### config.mk
export PLATFORM = sky130hd
export DESIGN_NAME = fetch
export DESIGN_NICKNAME = d
export VERILOG_FILES = /design/src/source/procPkg.sv /design/src/source/fetch.sv
export SDC_FILE = /design/constraint.sdc
export NUM_CORES = 2
export LEC_CHECK = 0
export ABC_AREA = 0
export BUFFER_PORTS_ARGS = -buffer_cell sky130_fd_sc_hd__buf_4
export CAP_MARGIN = 20
export CORE_MARGIN = 1.5
export CORE_UTILIZATION = 57
export DETAILED_ROUTE_END_ITERATION = 12
export MAX_ROUTING_LAYER = met4
export PLACE_DENSITY = 0.8
export SYNTH_ARGS = -nofsm -noshare
export SYNTH_HDL_FRONTEND = slang
export SYNTH_SLANG_ARGS = --single-unit
### constraint.sdc
create_clock -name clk -period 2.7 [get_ports clk]
set_clock_uncertainty 0.15 [all_clocks]
set_input_delay 0.54 -clock clk [delete_from_list [all_inputs] [get_ports clk]]
set_output_delay 0.54 -clock clk [all_outputs]
set_load 0.02 [all_outputs]
### src/source/procPkg.sv
// widths, memory depths, opcodes, instruction formats and ALU op encoding
package procPkg;

   localparam int dataWidth    = 16;
   localparam int regAddrWidth = 3;
   localparam int memAddrWidth = 8;
   localparam int memDepth     = 256;

   // opcode sits in bits 15:12, codes 9 to 14 are illegal
   localparam logic [3:0] opAdd  = 4'd0;
   localparam logic [3:0] opSub  = 4'd1;
   localparam logic [3:0] opAnd  = 4'd2;
   localparam logic [3:0] opXor  = 4'd3;
   localparam logic [3:0] opAddi = 4'd4;
   localparam logic [3:0] opLd   = 4'd5;
   localparam logic [3:0] opSt   = 4'd6;
   localparam logic [3:0] opBeqz = 4'd7;
   localparam logic [3:0] opBnez = 4'd8;
   localparam logic [3:0] opHalt = 4'd15;

   // register format
   typedef struct packed {
      logic [3:0]              opcode;
      logic [regAddrWidth-1:0] rd;
      logic [regAddrWidth-1:0] rs;
      logic [regAddrWidth-1:0] rt;
      logic [2:0]              unused;
   } instrR;

   // immediate format
   typedef struct packed {
      logic [3:0]              opcode;
      logic [regAddrWidth-1:0] rd;
      logic [regAddrWidth-1:0] rs;
      logic signed [5:0]       imm;
   } instrI;

   // one instruction word, read through either format
   typedef union packed {
      instrR rFmt;
      instrI iFmt;
   } instrWord;

   // encodings follow opAdd..opXor so opcode[1:0] maps straight across
   typedef enum logic [1:0] {
      aluAdd = 2'd0,
      aluSub = 2'd1,
      aluAnd = 2'd2,
      aluXor = 2'd3
   } aluOpT;

endpackage

### src/source/fetch.sv
// program counter, instruction memory with its load port and the F/D register
`timescale 1ns/1ps
`default_nettype none
module fetch (
   // Inputs
   input  logic                             clk,
   input  logic                             rstN,
   input  logic                             run,
   input  logic                             imemWe,
   input  logic [procPkg::memAddrWidth-1:0] imemAddr,
   input  logic [procPkg::dataWidth-1:0]    imemData,
   input  logic                             stall,
   input  logic                             redirect,
   input  logic [procPkg::memAddrWidth-1:0] redirectPc,
   input  logic                             haltSeen,
   // Outputs
   output procPkg::instrWord                instruction,
   output logic [procPkg::memAddrWidth-1:0] nextPc,
   output logic                             fdValid
);
   import procPkg::*;

   logic [dataWidth-1:0]    imem [memDepth];
   logic [memAddrWidth-1:0] pc;
   logic                    issue;

   assign issue = run && !haltSeen;

   // program load, one word per strobe
   always_ff @(posedge clk) begin
      if (imemWe) begin
         imem[imemAddr] <= imemData;
      end
   end

   always_ff @(posedge clk) begin
      if (!rstN) begin
         pc      <= '0;
         fdValid <= 1'b0;
      end else if (redirect) begin
         // taken branch, the word in F/D is on the wrong path
         pc      <= redirectPc;
         fdValid <= 1'b0;
      end else if (!stall) begin
         fdValid <= issue;
         if (issue) begin
            pc <= pc + 1'b1;
         end
      end
   end

   // F/D payload holds during a stall
   always_ff @(posedge clk) begin
      if (!redirect && !stall) begin
         instruction <= imem[pc];
         nextPc      <= pc + 1'b1;
      end
   end

endmodule
`default_nettype wire

---- Word level (Yosys, flattened, before mapping) ----
Memory sizes are Yosys's and may differ from the RTL's. A register that Yosys moved wholly into a read port is not among the register bits.
Cells that the tools add are included.
W data, S select, Z words.
operators by class
  add/sub/neg operators ................... 1
  eq/ne operators ......................... 1
  muxes and demuxes ....................... 5
  bitwise logic cells ..................... 1
  reductions and logical operators ........ 8
operators by type and width
  cell                   number
  $mux W8                3
  $add A8 B1 Y8 const B  1
  $logic_not A1 Y1       3
  $logic_and A1 B1 Y1    2
  $mux W1                2
  $ne A2 B1 Y1 const B   1
  $reduce_and A2 Y1      1
  $reduce_bool A2 Y1     1
  $reduce_or A2 Y1       1
  $not A1 Y1             1
word-level totals
  register bits after elaboration ......... 17
  memory bits (writable) .................. 4,096
  bits of input ports ..................... 39
  output and inout bits ................... 25
  logic and storage cells ................. 20
  memories kept ........................... 1
memory list
  memory  words  width  rd ports  clocked after memory_dff  wr ports  line         text
  imem    256    16     1         1                         1         fetch.sv:23  logic [dataWidth-1:0] imem [memDepth];

---- Logic depth before layout (Yosys ltp) ----
  word-level depth ........................ 5
  gate-level depth with buffers ........... 13
  gate-level depth less buffers ........... 7

---- Worst setup path before layout ----
Ideal clock, no wire load.
  kind .................................... input -> register
  from .................................... input port imemAddr[3] (netlist bit)
  to ...................................... memory imem[235][0], enable pin
  library setup time ...................... 0.388 ns
  data arrival time ....................... 2.317 ns
  data required time ...................... 2.162 ns
  slack ................................... -0.155 ns
  cell stages on the path ................. 6
  path through ............................ clkbuf_1 nor2b_1 clkbuf_1 nand4_1 clkbuf_1 nor2_1
RTL lines
  item             line         text
  start, declared  fetch.sv:10  input logic [procPkg::memAddrWidth-1:0] imemAddr,
  end, declared    fetch.sv:23
No word-level cell before the write port.

==> flow_summary.json <==
{
  "p_int_mw": 104.3,
  "max_freq_mhz": 284.1,
  "max_cap_violations": 0,
  "ir_drop_v": 0.0006242,
  "yosys-top-cells-area": "edfxtp_1, mux4_2, mux2i_1, nor2_1, a22oi_1",
  "clk_pin_slew_ns": 0.06,
  "h-tree-depth": 5,
  "synth_warnings": 0,
  "critical_path_class": "reg2reg",
  "post-route-period-util_pct": 130.4,
  "syn_area_per_cell_um2": 20.87,
  "clockRootBuffer": "clkbuf_16",
  "yosysMostFrequentCell": "edfxtp_1",
  "start_util_pct": 57.24,
  "io_pins": 64,
  "leakage_nw": 59.41,
  "drt-initial-drc-count": 16582,
  "first_pass_iters": 7,
  "synth_edf_count": 4120,
  "dieArea_mm2": 0.2835,
  "clockPowerShare_pct": 40.3,
  "status": "finished, violations left",
  "max-slew-margin-rel_pct": 37.55,
  "setup_viol": 19,
  "syn_to_final_growth_pct": 18.57,
  "design_area_mm2": 0.1895,
  "place_area_mm2": 0.1738,
  "wirelength_um": 483100,
  "cp_max_fo": 18,
  "grt_pass1_vias": 89701,
  "grt_max_degree": 150,
  "via_count": 90491,
  "cp-start-kind": "flop",
  "rows": 194,
  "dp_hpwl_um": 267900,
  "synth_area_leader_cell": "edfxtp_1",
  "worst_slew_pin_slew_ns": 0.9367,
  "fin_ws_ns": -0.8198,
  "hold_viol": 0,
  "hp-class": "in2reg",
  "crit_arrival_ns": 4.03,
  "insertion_delay_ns": 0.95,
  "swShare_pct": 22.54,
  "power.total_mw": 134.6,
  "numCtsBuffers": 386,
  "synth-async-reset-ratio_pct": 0,
  "synth.top_cell.area_share_pct": 77.42,
  "p_comb_share_pct": 7.2,
  "fin_nets": 8804,
  "ant_nets": 0,
  "required_ns": 3.21,
  "synth_fp_nets": 7695,
  "gr-total-overflow": 0,
  "synthCells": 7655,
  "seq_area_frac_synth_pct": 77.54,
  "slew_violations": 0,
  "synth_common_cells": "edfxtp_1, mux4_2, mux2i_1",
  "violations": "negative setup slack",
  "io_buffers": 63,
  "rsz0062_at_grt": "true",
  "synth_ff_type": "edfxtp_1",
  "synth_cell_type_count": 58,
  "switching_power_mw": 30.35,
  "cts_tree": "built",
  "die_x_um": 532.5,
  "drc_errors": 0,
  "design.core.area_mm2": 0.2791,
  "gp_congestion": 0.9469,
  "fin_crit_ns": 3.520,
  "vias_per_cell": 7.045,
  "drive_above_1_share_pct": 30.38,
  "ys_ff_latch": 4129,
  "cts_sinks": 4129,
  "cts.path.max_buffers": 4,
  "netlist_area_mm2": 0.1598,
  "chipHeight_um": 532.5,
  "wl_per_cell_um": 37.61,
  "endpoint_kind": "flop",
  "grt_util_all_layers_pct": 34.49,
  "dp_slack_ns": -1.064,
  "pwr-share-seq_pct": 52.6,
  "grt_pass1_wl_um": 671100,
  "p_per_area_mw_per_mm2": 710.5,
  "antenna_found_initial": 34
}
## power groups by stage
| stage | clock [mW] | sequential (mW) | combinational, mW |
|---|---|---|---|
| detailed placement | 0 | 72.1 | 8.19 |
| floorplan | 0 | 72.1 | 3.94 |
| CTS | 53.7 | 70.8 | 9.00 |
| global route | 56.4 | 70.7 | 9.70 |
| finish | 54.2 | 70.8 | 9.63 |
| global placement | 0 | 72.1 | 7.97 |
## kinds of logic after synthesis
logic type      synth area share, %
flops                         77.54
mux                           14.55
compound gates                3.877
simple gates                  2.225
buf+inv                       1.730
xor+xnor                    0.07125
fa+ha+maj                  0.007829
## metal layers
layer | global-route usage [%] | wire length [um] | share of wire (%)
met1 | 42.37 | 150100 | 31
met4 | 20.88 | 36460 | 7.5
met5 | - | 0 | 0
met3 | 8.339 | 69790 | 14
met2 | 52.33 | 226700 | 47
## registers in the layout (all words and copies together), names as in the netlist
name         flops
imem          4096
fdValid          1
pc               8
instruction     16
nextPc           8
## final timing paths
path	startpoint	to	slack, ns	cells after the start
hold / removal	stall	instruction[8]	0.17	3
hold reg to reg	imem[232][12]	instruction[12]	0.86	4
setup / recovery	pc[1]	instruction[10]	-0.82	8
setup reg to reg	pc[1]	instruction[10]	-0.82	8
## timing repair
item / in CTS / in global routing
setup endpoints to repair: 21 / 18
gates resized for setup: 269 / 86
hold buffers: 24 / 1
buffers inserted: 47 / 44
pin swaps: 65 / 58
cloned: 17 / 4
endpoints found under the hold margin: 427 / 4
## through the flow
| stage | utilization, % | setup TNS, ns | hold slack [ns] | instances |
|---|---|---|---|---|
| after floorplan | - | -271.39 | 0.4216 | 7655 |
| after global placement | 62.26 | -15.02 | 0.3642 | 11978 |
| after detailed placement | 62.26 | -15.61 | 0.3764 | 11978 |
| after CTS | 67.54 | -8.577 | 0.0001860 | 12767 |
| after global routing | 67.87 | -10.87 | 0.1535 | 12840 |
| final | 67.87 | -11.13 | 0.1650 | 12844 |
## area by class of cell
cell class,count,area [um2]
multi-input combinational,3043,34620
clock inverter,232,2079
inverter,12,46.29
clock buffer,471,10110
fill,15613,89680
tap,3724,4659
sequential,4129,123900
antenna,41,102.6
timing repair buffer,1192,13920
## critical path, cell delays in order (launching register included)
cell      delay [ns]
dfxtp_4         0.43
buf_12          0.24
buf_16          0.19
buf_16          0.19
mux4_2          0.36
o211ai_1        0.51
a311o_1         0.39
nand4_1         0.39
a31o_1          0.38
## placed cells by master, fill, tap and decap left out, types with 21 or more instances in the layout
cell type	netlist	routed
mux2i_1	551	546
clkbuf_1	203	79
nor2b_1	51	44
buf_8	2	26
clkinv_1	1	85
edfxtp_1	4120	4120
a311oi_2	0	21
clkbuf_16	0	396
a22oi_1	191	164
buf_4	82	768
o211ai_1	74	74
bufinv_16	0	33
a221oi_1	91	63
nor2_1	453	429
mux4_2	746	747
mux2_2	60	60
clkinvlp_4	0	22
nand3_1	84	71
diode_2	0	41
buf_12	5	306
a21oi_1	98	94
nor2_2	0	21
a221o_1	40	40
o22ai_1	89	70
a22oi_2	0	27
buf_6	55	29
nand2_1	128	125
clkinv_2	0	71
o21ai_0	77	55
nand2b_1	25	24
o22a_1	25	24
dlygate4sd3_1	0	25
buf_16	0	28
(Power assumes the default switching activity.)
