$ cat config.mk
export PLATFORM = sky130hd
export DESIGN_NAME = execute
export DESIGN_NICKNAME = d
export VERILOG_FILES = /design/src/source/procPkg.sv /design/src/source/execute.sv
export SDC_FILE = /design/constraint.sdc
export NUM_CORES = 1
export LEC_CHECK = 0
export BUFFER_PORTS_ARGS = -buffer_cell sky130_fd_sc_hd__buf_2
export CAP_MARGIN = 20
export CORE_MARGIN = 2
export CORE_UTILIZATION = 53
export CTS_CLUSTER_DIAMETER = 50
export DETAILED_ROUTE_END_ITERATION = 6
export PLACE_DENSITY = 0.87
export SYNTH_ARGS = -nofsm -noshare
export SYNTH_HDL_FRONTEND = slang
export SYNTH_SLANG_ARGS = --single-unit
$ cat constraint.sdc
create_clock -name clk -period 16.2 [get_ports clk]
set_clock_uncertainty 0.2 [all_clocks]
set_input_delay 3.24 -clock clk [delete_from_list [all_inputs] [get_ports clk]]
set_output_delay 3.24 -clock clk [all_outputs]
set_load 0.03 [all_outputs]
$ cat src/source/procPkg.sv
// widths, memory depths, opcodes, instruction formats and ALU op encoding
package procPkg;

   localparam int dataWidth    = 16;
   localparam int regAddrWidth = 3;
   localparam int memAddrWidth = 8;
   localparam int memDepth     = 256;

   // opcode sits in bits 15:12, codes 9 to 14 are illegal
   localparam logic [3:0] opAdd  = 4'd0;
   localparam logic [3:0] opSub  = 4'd1;
   localparam logic [3:0] opAnd  = 4'd2;
   localparam logic [3:0] opXor  = 4'd3;
   localparam logic [3:0] opAddi = 4'd4;
   localparam logic [3:0] opLd   = 4'd5;
   localparam logic [3:0] opSt   = 4'd6;
   localparam logic [3:0] opBeqz = 4'd7;
   localparam logic [3:0] opBnez = 4'd8;
   localparam logic [3:0] opHalt = 4'd15;

   // register format
   typedef struct packed {
      logic [3:0]              opcode;
      logic [regAddrWidth-1:0] rd;
      logic [regAddrWidth-1:0] rs;
      logic [regAddrWidth-1:0] rt;
      logic [2:0]              unused;
   } instrR;

   // immediate format
   typedef struct packed {
      logic [3:0]              opcode;
      logic [regAddrWidth-1:0] rd;
      logic [regAddrWidth-1:0] rs;
      logic signed [5:0]       imm;
   } instrI;

   // one instruction word, read through either format
   typedef union packed {
      instrR rFmt;
      instrI iFmt;
   } instrWord;

   // encodings follow opAdd..opXor so opcode[1:0] maps straight across
   typedef enum logic [1:0] {
      aluAdd = 2'd0,
      aluSub = 2'd1,
      aluAnd = 2'd2,
      aluXor = 2'd3
   } aluOpT;

endpackage

$ cat src/source/execute.sv
// operand forwarding, ALU, branch resolution and the X/M register
`timescale 1ns/1ps
`default_nettype none
module execute (
   // Inputs
   input  logic                             clk,
   input  logic                             rstN,
   input  logic                             dxValid,
   input  procPkg::aluOpT                   aluOp,
   input  logic                             useImm,
   input  logic                             dMemRead,
   input  logic                             dMemWrite,
   input  logic                             branchZero,
   input  logic                             branchNonZero,
   input  logic                             isHalt,
   input  logic [procPkg::regAddrWidth-1:0] rsReg,
   input  logic [procPkg::regAddrWidth-1:0] rtReg,
   input  logic [procPkg::dataWidth-1:0]    rsVal,
   input  logic [procPkg::dataWidth-1:0]    rtVal,
   input  logic [procPkg::dataWidth-1:0]    imm,
   input  logic [procPkg::memAddrWidth-1:0] dNextPc,
   input  logic                             wbEnOut,
   input  logic [procPkg::regAddrWidth-1:0] wbRegOut,
   input  logic                             mWbEn,
   input  logic [procPkg::regAddrWidth-1:0] mWbReg,
   input  logic [procPkg::dataWidth-1:0]    mResult,
   input  logic                             wbEn,
   input  logic [procPkg::regAddrWidth-1:0] wbReg,
   input  logic [procPkg::dataWidth-1:0]    wbData,
   // Outputs
   output logic                             redirect,
   output logic [procPkg::memAddrWidth-1:0] redirectPc,
   output logic                             xLoad,
   output logic [procPkg::regAddrWidth-1:0] xDestReg,
   output logic                             xmValid,
   output logic [procPkg::dataWidth-1:0]    aluResult,
   output logic [procPkg::dataWidth-1:0]    storeData,
   output logic                             memRead,
   output logic                             memWrite,
   output logic                             wbEnX,
   output logic [procPkg::regAddrWidth-1:0] wbRegX,
   output logic                             isHaltX
);
   import procPkg::*;

   logic [dataWidth-1:0] opA;
   logic [dataWidth-1:0] opB;
   logic [dataWidth-1:0] aluB;
   logic [dataWidth-1:0] aluOut;

   // youngest producer wins, memory stage before writeback
   function automatic logic [dataWidth-1:0] pickOperand(
      input logic [regAddrWidth-1:0] r,
      input logic [dataWidth-1:0]    regVal
   );
      if (r == '0) begin
         return regVal;
      end else if (mWbEn && mWbReg == r) begin
         return mResult;
      end else if (wbEn && wbReg == r) begin
         return wbData;
      end
      return regVal;
   endfunction

   assign opA  = pickOperand(rsReg, rsVal);
   assign opB  = pickOperand(rtReg, rtVal);
   assign aluB = useImm ? imm : opB;

   // also forms the LD/ST address
   always_comb begin
      case (aluOp)
         aluSub:  aluOut = opA - aluB;
         aluAnd:  aluOut = opA & aluB;
         aluXor:  aluOut = opA ^ aluB;
         default: aluOut = opA + aluB;
      endcase
   end

   // branch flags only arrive set for a valid slot
   assign redirect   = (branchZero && opA == '0) || (branchNonZero && opA != '0);
   assign redirectPc = dNextPc + imm[memAddrWidth-1:0];

   // load-use check in decode
   assign xLoad    = dMemRead;
   assign xDestReg = wbRegOut;

   always_ff @(posedge clk) begin
      if (!rstN) begin
         xmValid  <= 1'b0;
         memRead  <= 1'b0;
         memWrite <= 1'b0;
         wbEnX    <= 1'b0;
         isHaltX  <= 1'b0;
      end else begin
         xmValid  <= dxValid;
         memRead  <= dMemRead;
         memWrite <= dMemWrite;
         wbEnX    <= wbEnOut;
         isHaltX  <= isHalt;
      end
   end

   always_ff @(posedge clk) begin
      aluResult <= aluOut;
      storeData <= opB;
      wbRegX    <= wbRegOut;
   end

endmodule
`default_nettype wire

; Word-level counts from Yosys, hierarchy flattened
; Index checks and enable logic that the tools add are counted.
[word_totals]
romBits = 0
ramBits = 0
elab_cells = 47
memories = 0
latch_bits = 0
reg_bits = 40
[op_classes]
bitwise = 2
n_mux = 16
add_sub_neg = 3
div = 0
n_mul = 0
magnitude_cmp = 0
n_eq_ne = 7
shift = 0
n_reduce_logical = 11
[op_table]
columns = op, count
row1 = 2-to-1 mux 16 bit, 9
row2 = one-hot mux 16 bit (3 select lines), 1
row3 = adder 16 bit, 1
row4 = bitwise AND 16 bit, 1
row5 = logical NOT 16 bit, 1
row6 = nonzero test 16 bit, 1
row7 = subtractor 16 bit, 1
row8 = XOR 16 bit, 1
row9 = equality test 3 bit, 4
row10 = adder 8 bit, 1
row11 = logical AND 1 bit, 6
row12 = logical NOT 3 bit, 2
row13 = 2-to-1 mux 1 bit, 6
row14 = "equality test 2 bit, second input constant", 2
row15 = "equality test 2 x 1 -> 1 bit, second input constant", 1
row16 = logical OR 1 bit, 1

; Longest topological paths before layout
[depth]
depth_word = 9
ltp_mapped = 20
mapped_depth_nobuf = 18

; Worst setup path before layout
; No wires, ideal clock.
[synth_timing]
path_kind = in2out
from = input port rsReg[1] (netlist bit)
to = output port redirect
n_path_buf = 1
stages = 9
slack_ps = 7361
arrival_time_ps = 5399
cell_sequence = xnor2_1 -> nand4_1 -> a32oi_1 -> buf_2 -> nor2_1 -> a21oi_1 -> nor4_1 -> and4_1 -> mux2_1
[synth_via]
elab_chain_cells = 9
elab_cells_between_ends = 16
[synth_rtl]
columns = item, line
row1 = "start, declared", execute.sv:16  ; input logic [procPkg::regAddrWidth-1:0] rsReg,
row2 = equality test 3 bit, execute.sv:60  ; end else if (wbEn && wbReg == r) begin
row3 = logical AND 1 bit, execute.sv:60
row4 = 2-to-1 mux 1 bit, execute.sv:60
row5 = 2-to-1 mux 1 bit, execute.sv:58  ; end else if (mWbEn && mWbReg == r) begin
row6 = 2-to-1 mux 1 bit, execute.sv:56  ; if (r == '0) begin
row7 = 2-to-1 mux 16 bit (*), execute.sv:63  ; return regVal;
row8 = logical NOT 16 bit or nonzero test 16 bit (tied branches), execute.sv:81  ; assign redirect = (branchZero && opA == '0) || (branchNonZero && opA != '0);
row9 = logical AND 1 bit, execute.sv:81
row10 = logical OR 1 bit (*), execute.sv:81
row11 = "end, declared", execute.sv:31  ; output logic redirect,
; Every way passes the cells marked *; elsewhere a longest branch is shown, timed or not.

; Worst setup path in the final report
; Ends and elaborated chain as after synthesis.

==> flow_summary.yaml <==
cts:
  cts-resized-gates: 0
  path_clk_slew_ps: 90
  htree_levels: 2
  clock-root-buffer: "clkbuf_8"
  cts_setup_buffers: 0
  cts_tree: "yes"
  numCtsBuffers: 5
  clock_path_buffers: 2
  clock_sinks: 40
  cts_hold_buf: 0
routing:
  drc_errors: 0
  wire_per_inst_um: 16.0
  dr.pass1.iters: 5
  viasPerCell: 5.71
  vias: 4208
  ant_nets: 0
  routed_wl_mm: 11.8
  drt_iter0_markers: 190
critical_path:
  end_kind: "output pin"
  worst-setup-path-type: "input port to output pin"
  worst-path-buf-inv: 4
  max_stage_delay_ps: 330
  worstSetupStartpointType: "input port"
  crit_chain: "buf_2 -> xnor2_1 -> nand4_1 -> buf_4 -> a32oi_2 -> buf_4 -> a21oi_1 -> nor4_1 -> and4_1 -> mux2_1 -> buf_2"
  crit_family: "buffers and inverters"
  arrival_ps: 5840
  critPathSlowestCell: "buf_4"
  critPathRequiredTime_ps: 12760
  path_max_fanout: 31
place:
  post_dp_cell_area_um2: 4990
  dp.final_hpwl_mm: 9.85
  dpl_worst_slack_ps: 6960
  place_congestion: 0.915
  io_buffer_count: 169
logic_synthesis:
  synth_top_area_cell: "dfxtp_1"
  synth.most_common_cell: "nor2_1"
  synth.avg_cell_area_um2: 8.61
  ys_ff_latch: 40
  async_reset_ff_frac: 0
  yosys_warnings: 0
  synth_common_cells: "nor2_1 (49), a21oi_1 (44), dfxtp_1 (40)"
  yosys.area.top_type_share: 0.196
  syn_inst: 475
  syn_area_um2: 4090
  synth_ff_type: "dfxtp_1"
  synth-edff-count: 0
  synth_seq_area_share: 0.196
  synth.distinct_cells: 71
  yosys-top-cells-area: "dfxtp_1 (20%), ha_1 (12%), mux2i_1 (8.8%)"
  synth_fp_nets: 633
die:
  die-area_um2: 8440
  initial_core_util: 0.538
  core_um2: 7610
  die_w_um: 91.9
  pin_count: 170
  die_h_um: 91.9
  num_rows: 32
timing:
  tns_ps: 0
  holdWs_ps: 2850
  fmax_mhz: 108
  rsz0062_at_grt: "false"
  setup_violations: 0
  period_share: 0.573
  maxSlewViolCount: 0
  hold_violations: 0
  setup_slack_ps: 6920
  tightest_slew_ps: 901
  final.min_clock_period_ps: 9280
  slew_headroom: 0.392
pwr:
  totalPowerFinal_uw: 464
  p_per_area_nw_per_um2: 91.0
  p_leak_uw: 0.00258
  ir_drop_mv: 0.0451
outcome:
  outcome: "finished, final reports clean"
global_routing:
  grt_pass1_wl_mm: 19.1
  gr-usage-all-layers: 0.278
  grt-ovfl-total: 0
  grt_max_degree: 32
  antenna_found_initial: 0
  grt_pass1_vias: 4301
run:
  max_cap_violations: 0
cells_and_area:
  n_antenna_cell: 0
  layout-drive-gt1-share: 0.359
  fillers: 651
  layout.nets: 792
  area_growth_pct: 24.7
  stdcell_area_um2: 5100
min_path:
  hold_class: "input port to flop"
[cell type report]
type | count | area, µm² | share of cell area
Clock inverter | 3 | 46.3 | 0.00908
Tap cell | 102 | 128 | 0.0250
Clock buffer | 5 | 68.8 | 0.0135
Inverter | 33 | 124 | 0.0243
Timing Repair Buffer | 174 | 883 | 0.173
Multi-Input combinational cell | 380 | 3050 | 0.598
Sequential cell | 40 | 801 | 0.157
[placed cells by master (no fill, tap or decap), types with 4 or more instances in the layout]
| master | instances |
|---|---|
| mux2i_1 | 36 |
| buf_2 | 169 |
| o21ai_0 | 8 |
| inv_1 | 31 |
| nand3_1 | 4 |
| ha_1 | 39 |
| mux2_2 | 16 |
| nor3_1 | 7 |
| nor2b_1 | 4 |
| a21oi_1 | 44 |
| nor2_1 | 49 |
| buf_4 | 5 |
| nand2b_1 | 12 |
| nand4_1 | 4 |
| xor2_1 | 8 |
| xnor2_1 | 31 |
| o221ai_1 | 4 |
| mux2_4 | 5 |
| o21ai_1 | 4 |
| and2_1 | 6 |
| nand2_1 | 19 |
| o21bai_1 | 4 |
| a21o_1 | 5 |
| clkbuf_8 | 5 |
| nor4_1 | 5 |
| dfxtp_1 | 40 |
| o21a_1 | 4 |
| o221ai_2 | 6 |
[cell families (layout without fill, tap and decap cells)]
logic type | Yosys count | in the layout | share of synthesized area
compound gates | 113 | 113 | 0.205
flops | 40 | 40 | 0.196
buf+inv | 55 | 215 | 0.0603
simple gates | 125 | 125 | 0.158
mux | 59 | 59 | 0.157
xor+xnor | 42 | 42 | 0.0954
fa+ha+maj | 41 | 41 | 0.129
[registers in the layout, summed over array words and instances, names as in the netlist]
register,flops
memWrite,1
aluResult,16
storeData,16
memRead,1
xmValid,1
wbRegX,3
isHaltX,1
wbEnX,1
[layer usage]
layer,wire length [µm],track usage,vias to the layer above
met5,0,0,-
met4,331,0.114,0
met3,699,0.0444,32
met2,6190,0.531,182
met1,4590,0.302,1960
li1,-,-,2034
[path summary, 6_finish.rpt]
path,to,cells after the start,start
max,redirect,11,rsReg[1]
min,wbRegX[1],1,wbRegOut[1]
[report_power, final]
part | total, µW | switching [µW] | internal, µW
clock | 88.6 | 42.1 | 46.5
combinational | 256 | 156 | 100
sequential | 120 | 3.54 | 116
total | 464 | 201 | 263
[per-stage QoR]
| stage | utilization | std cells |
|---|---|---|
| floorplan | - | 475 |
| global placement | 0.655 | 729 |
| detailed placement | 0.655 | 729 |
| CTS | 0.671 | 737 |
| global route | 0.671 | 737 |
| finish | 0.671 | 737 |
(Power assumes the default switching activity.)
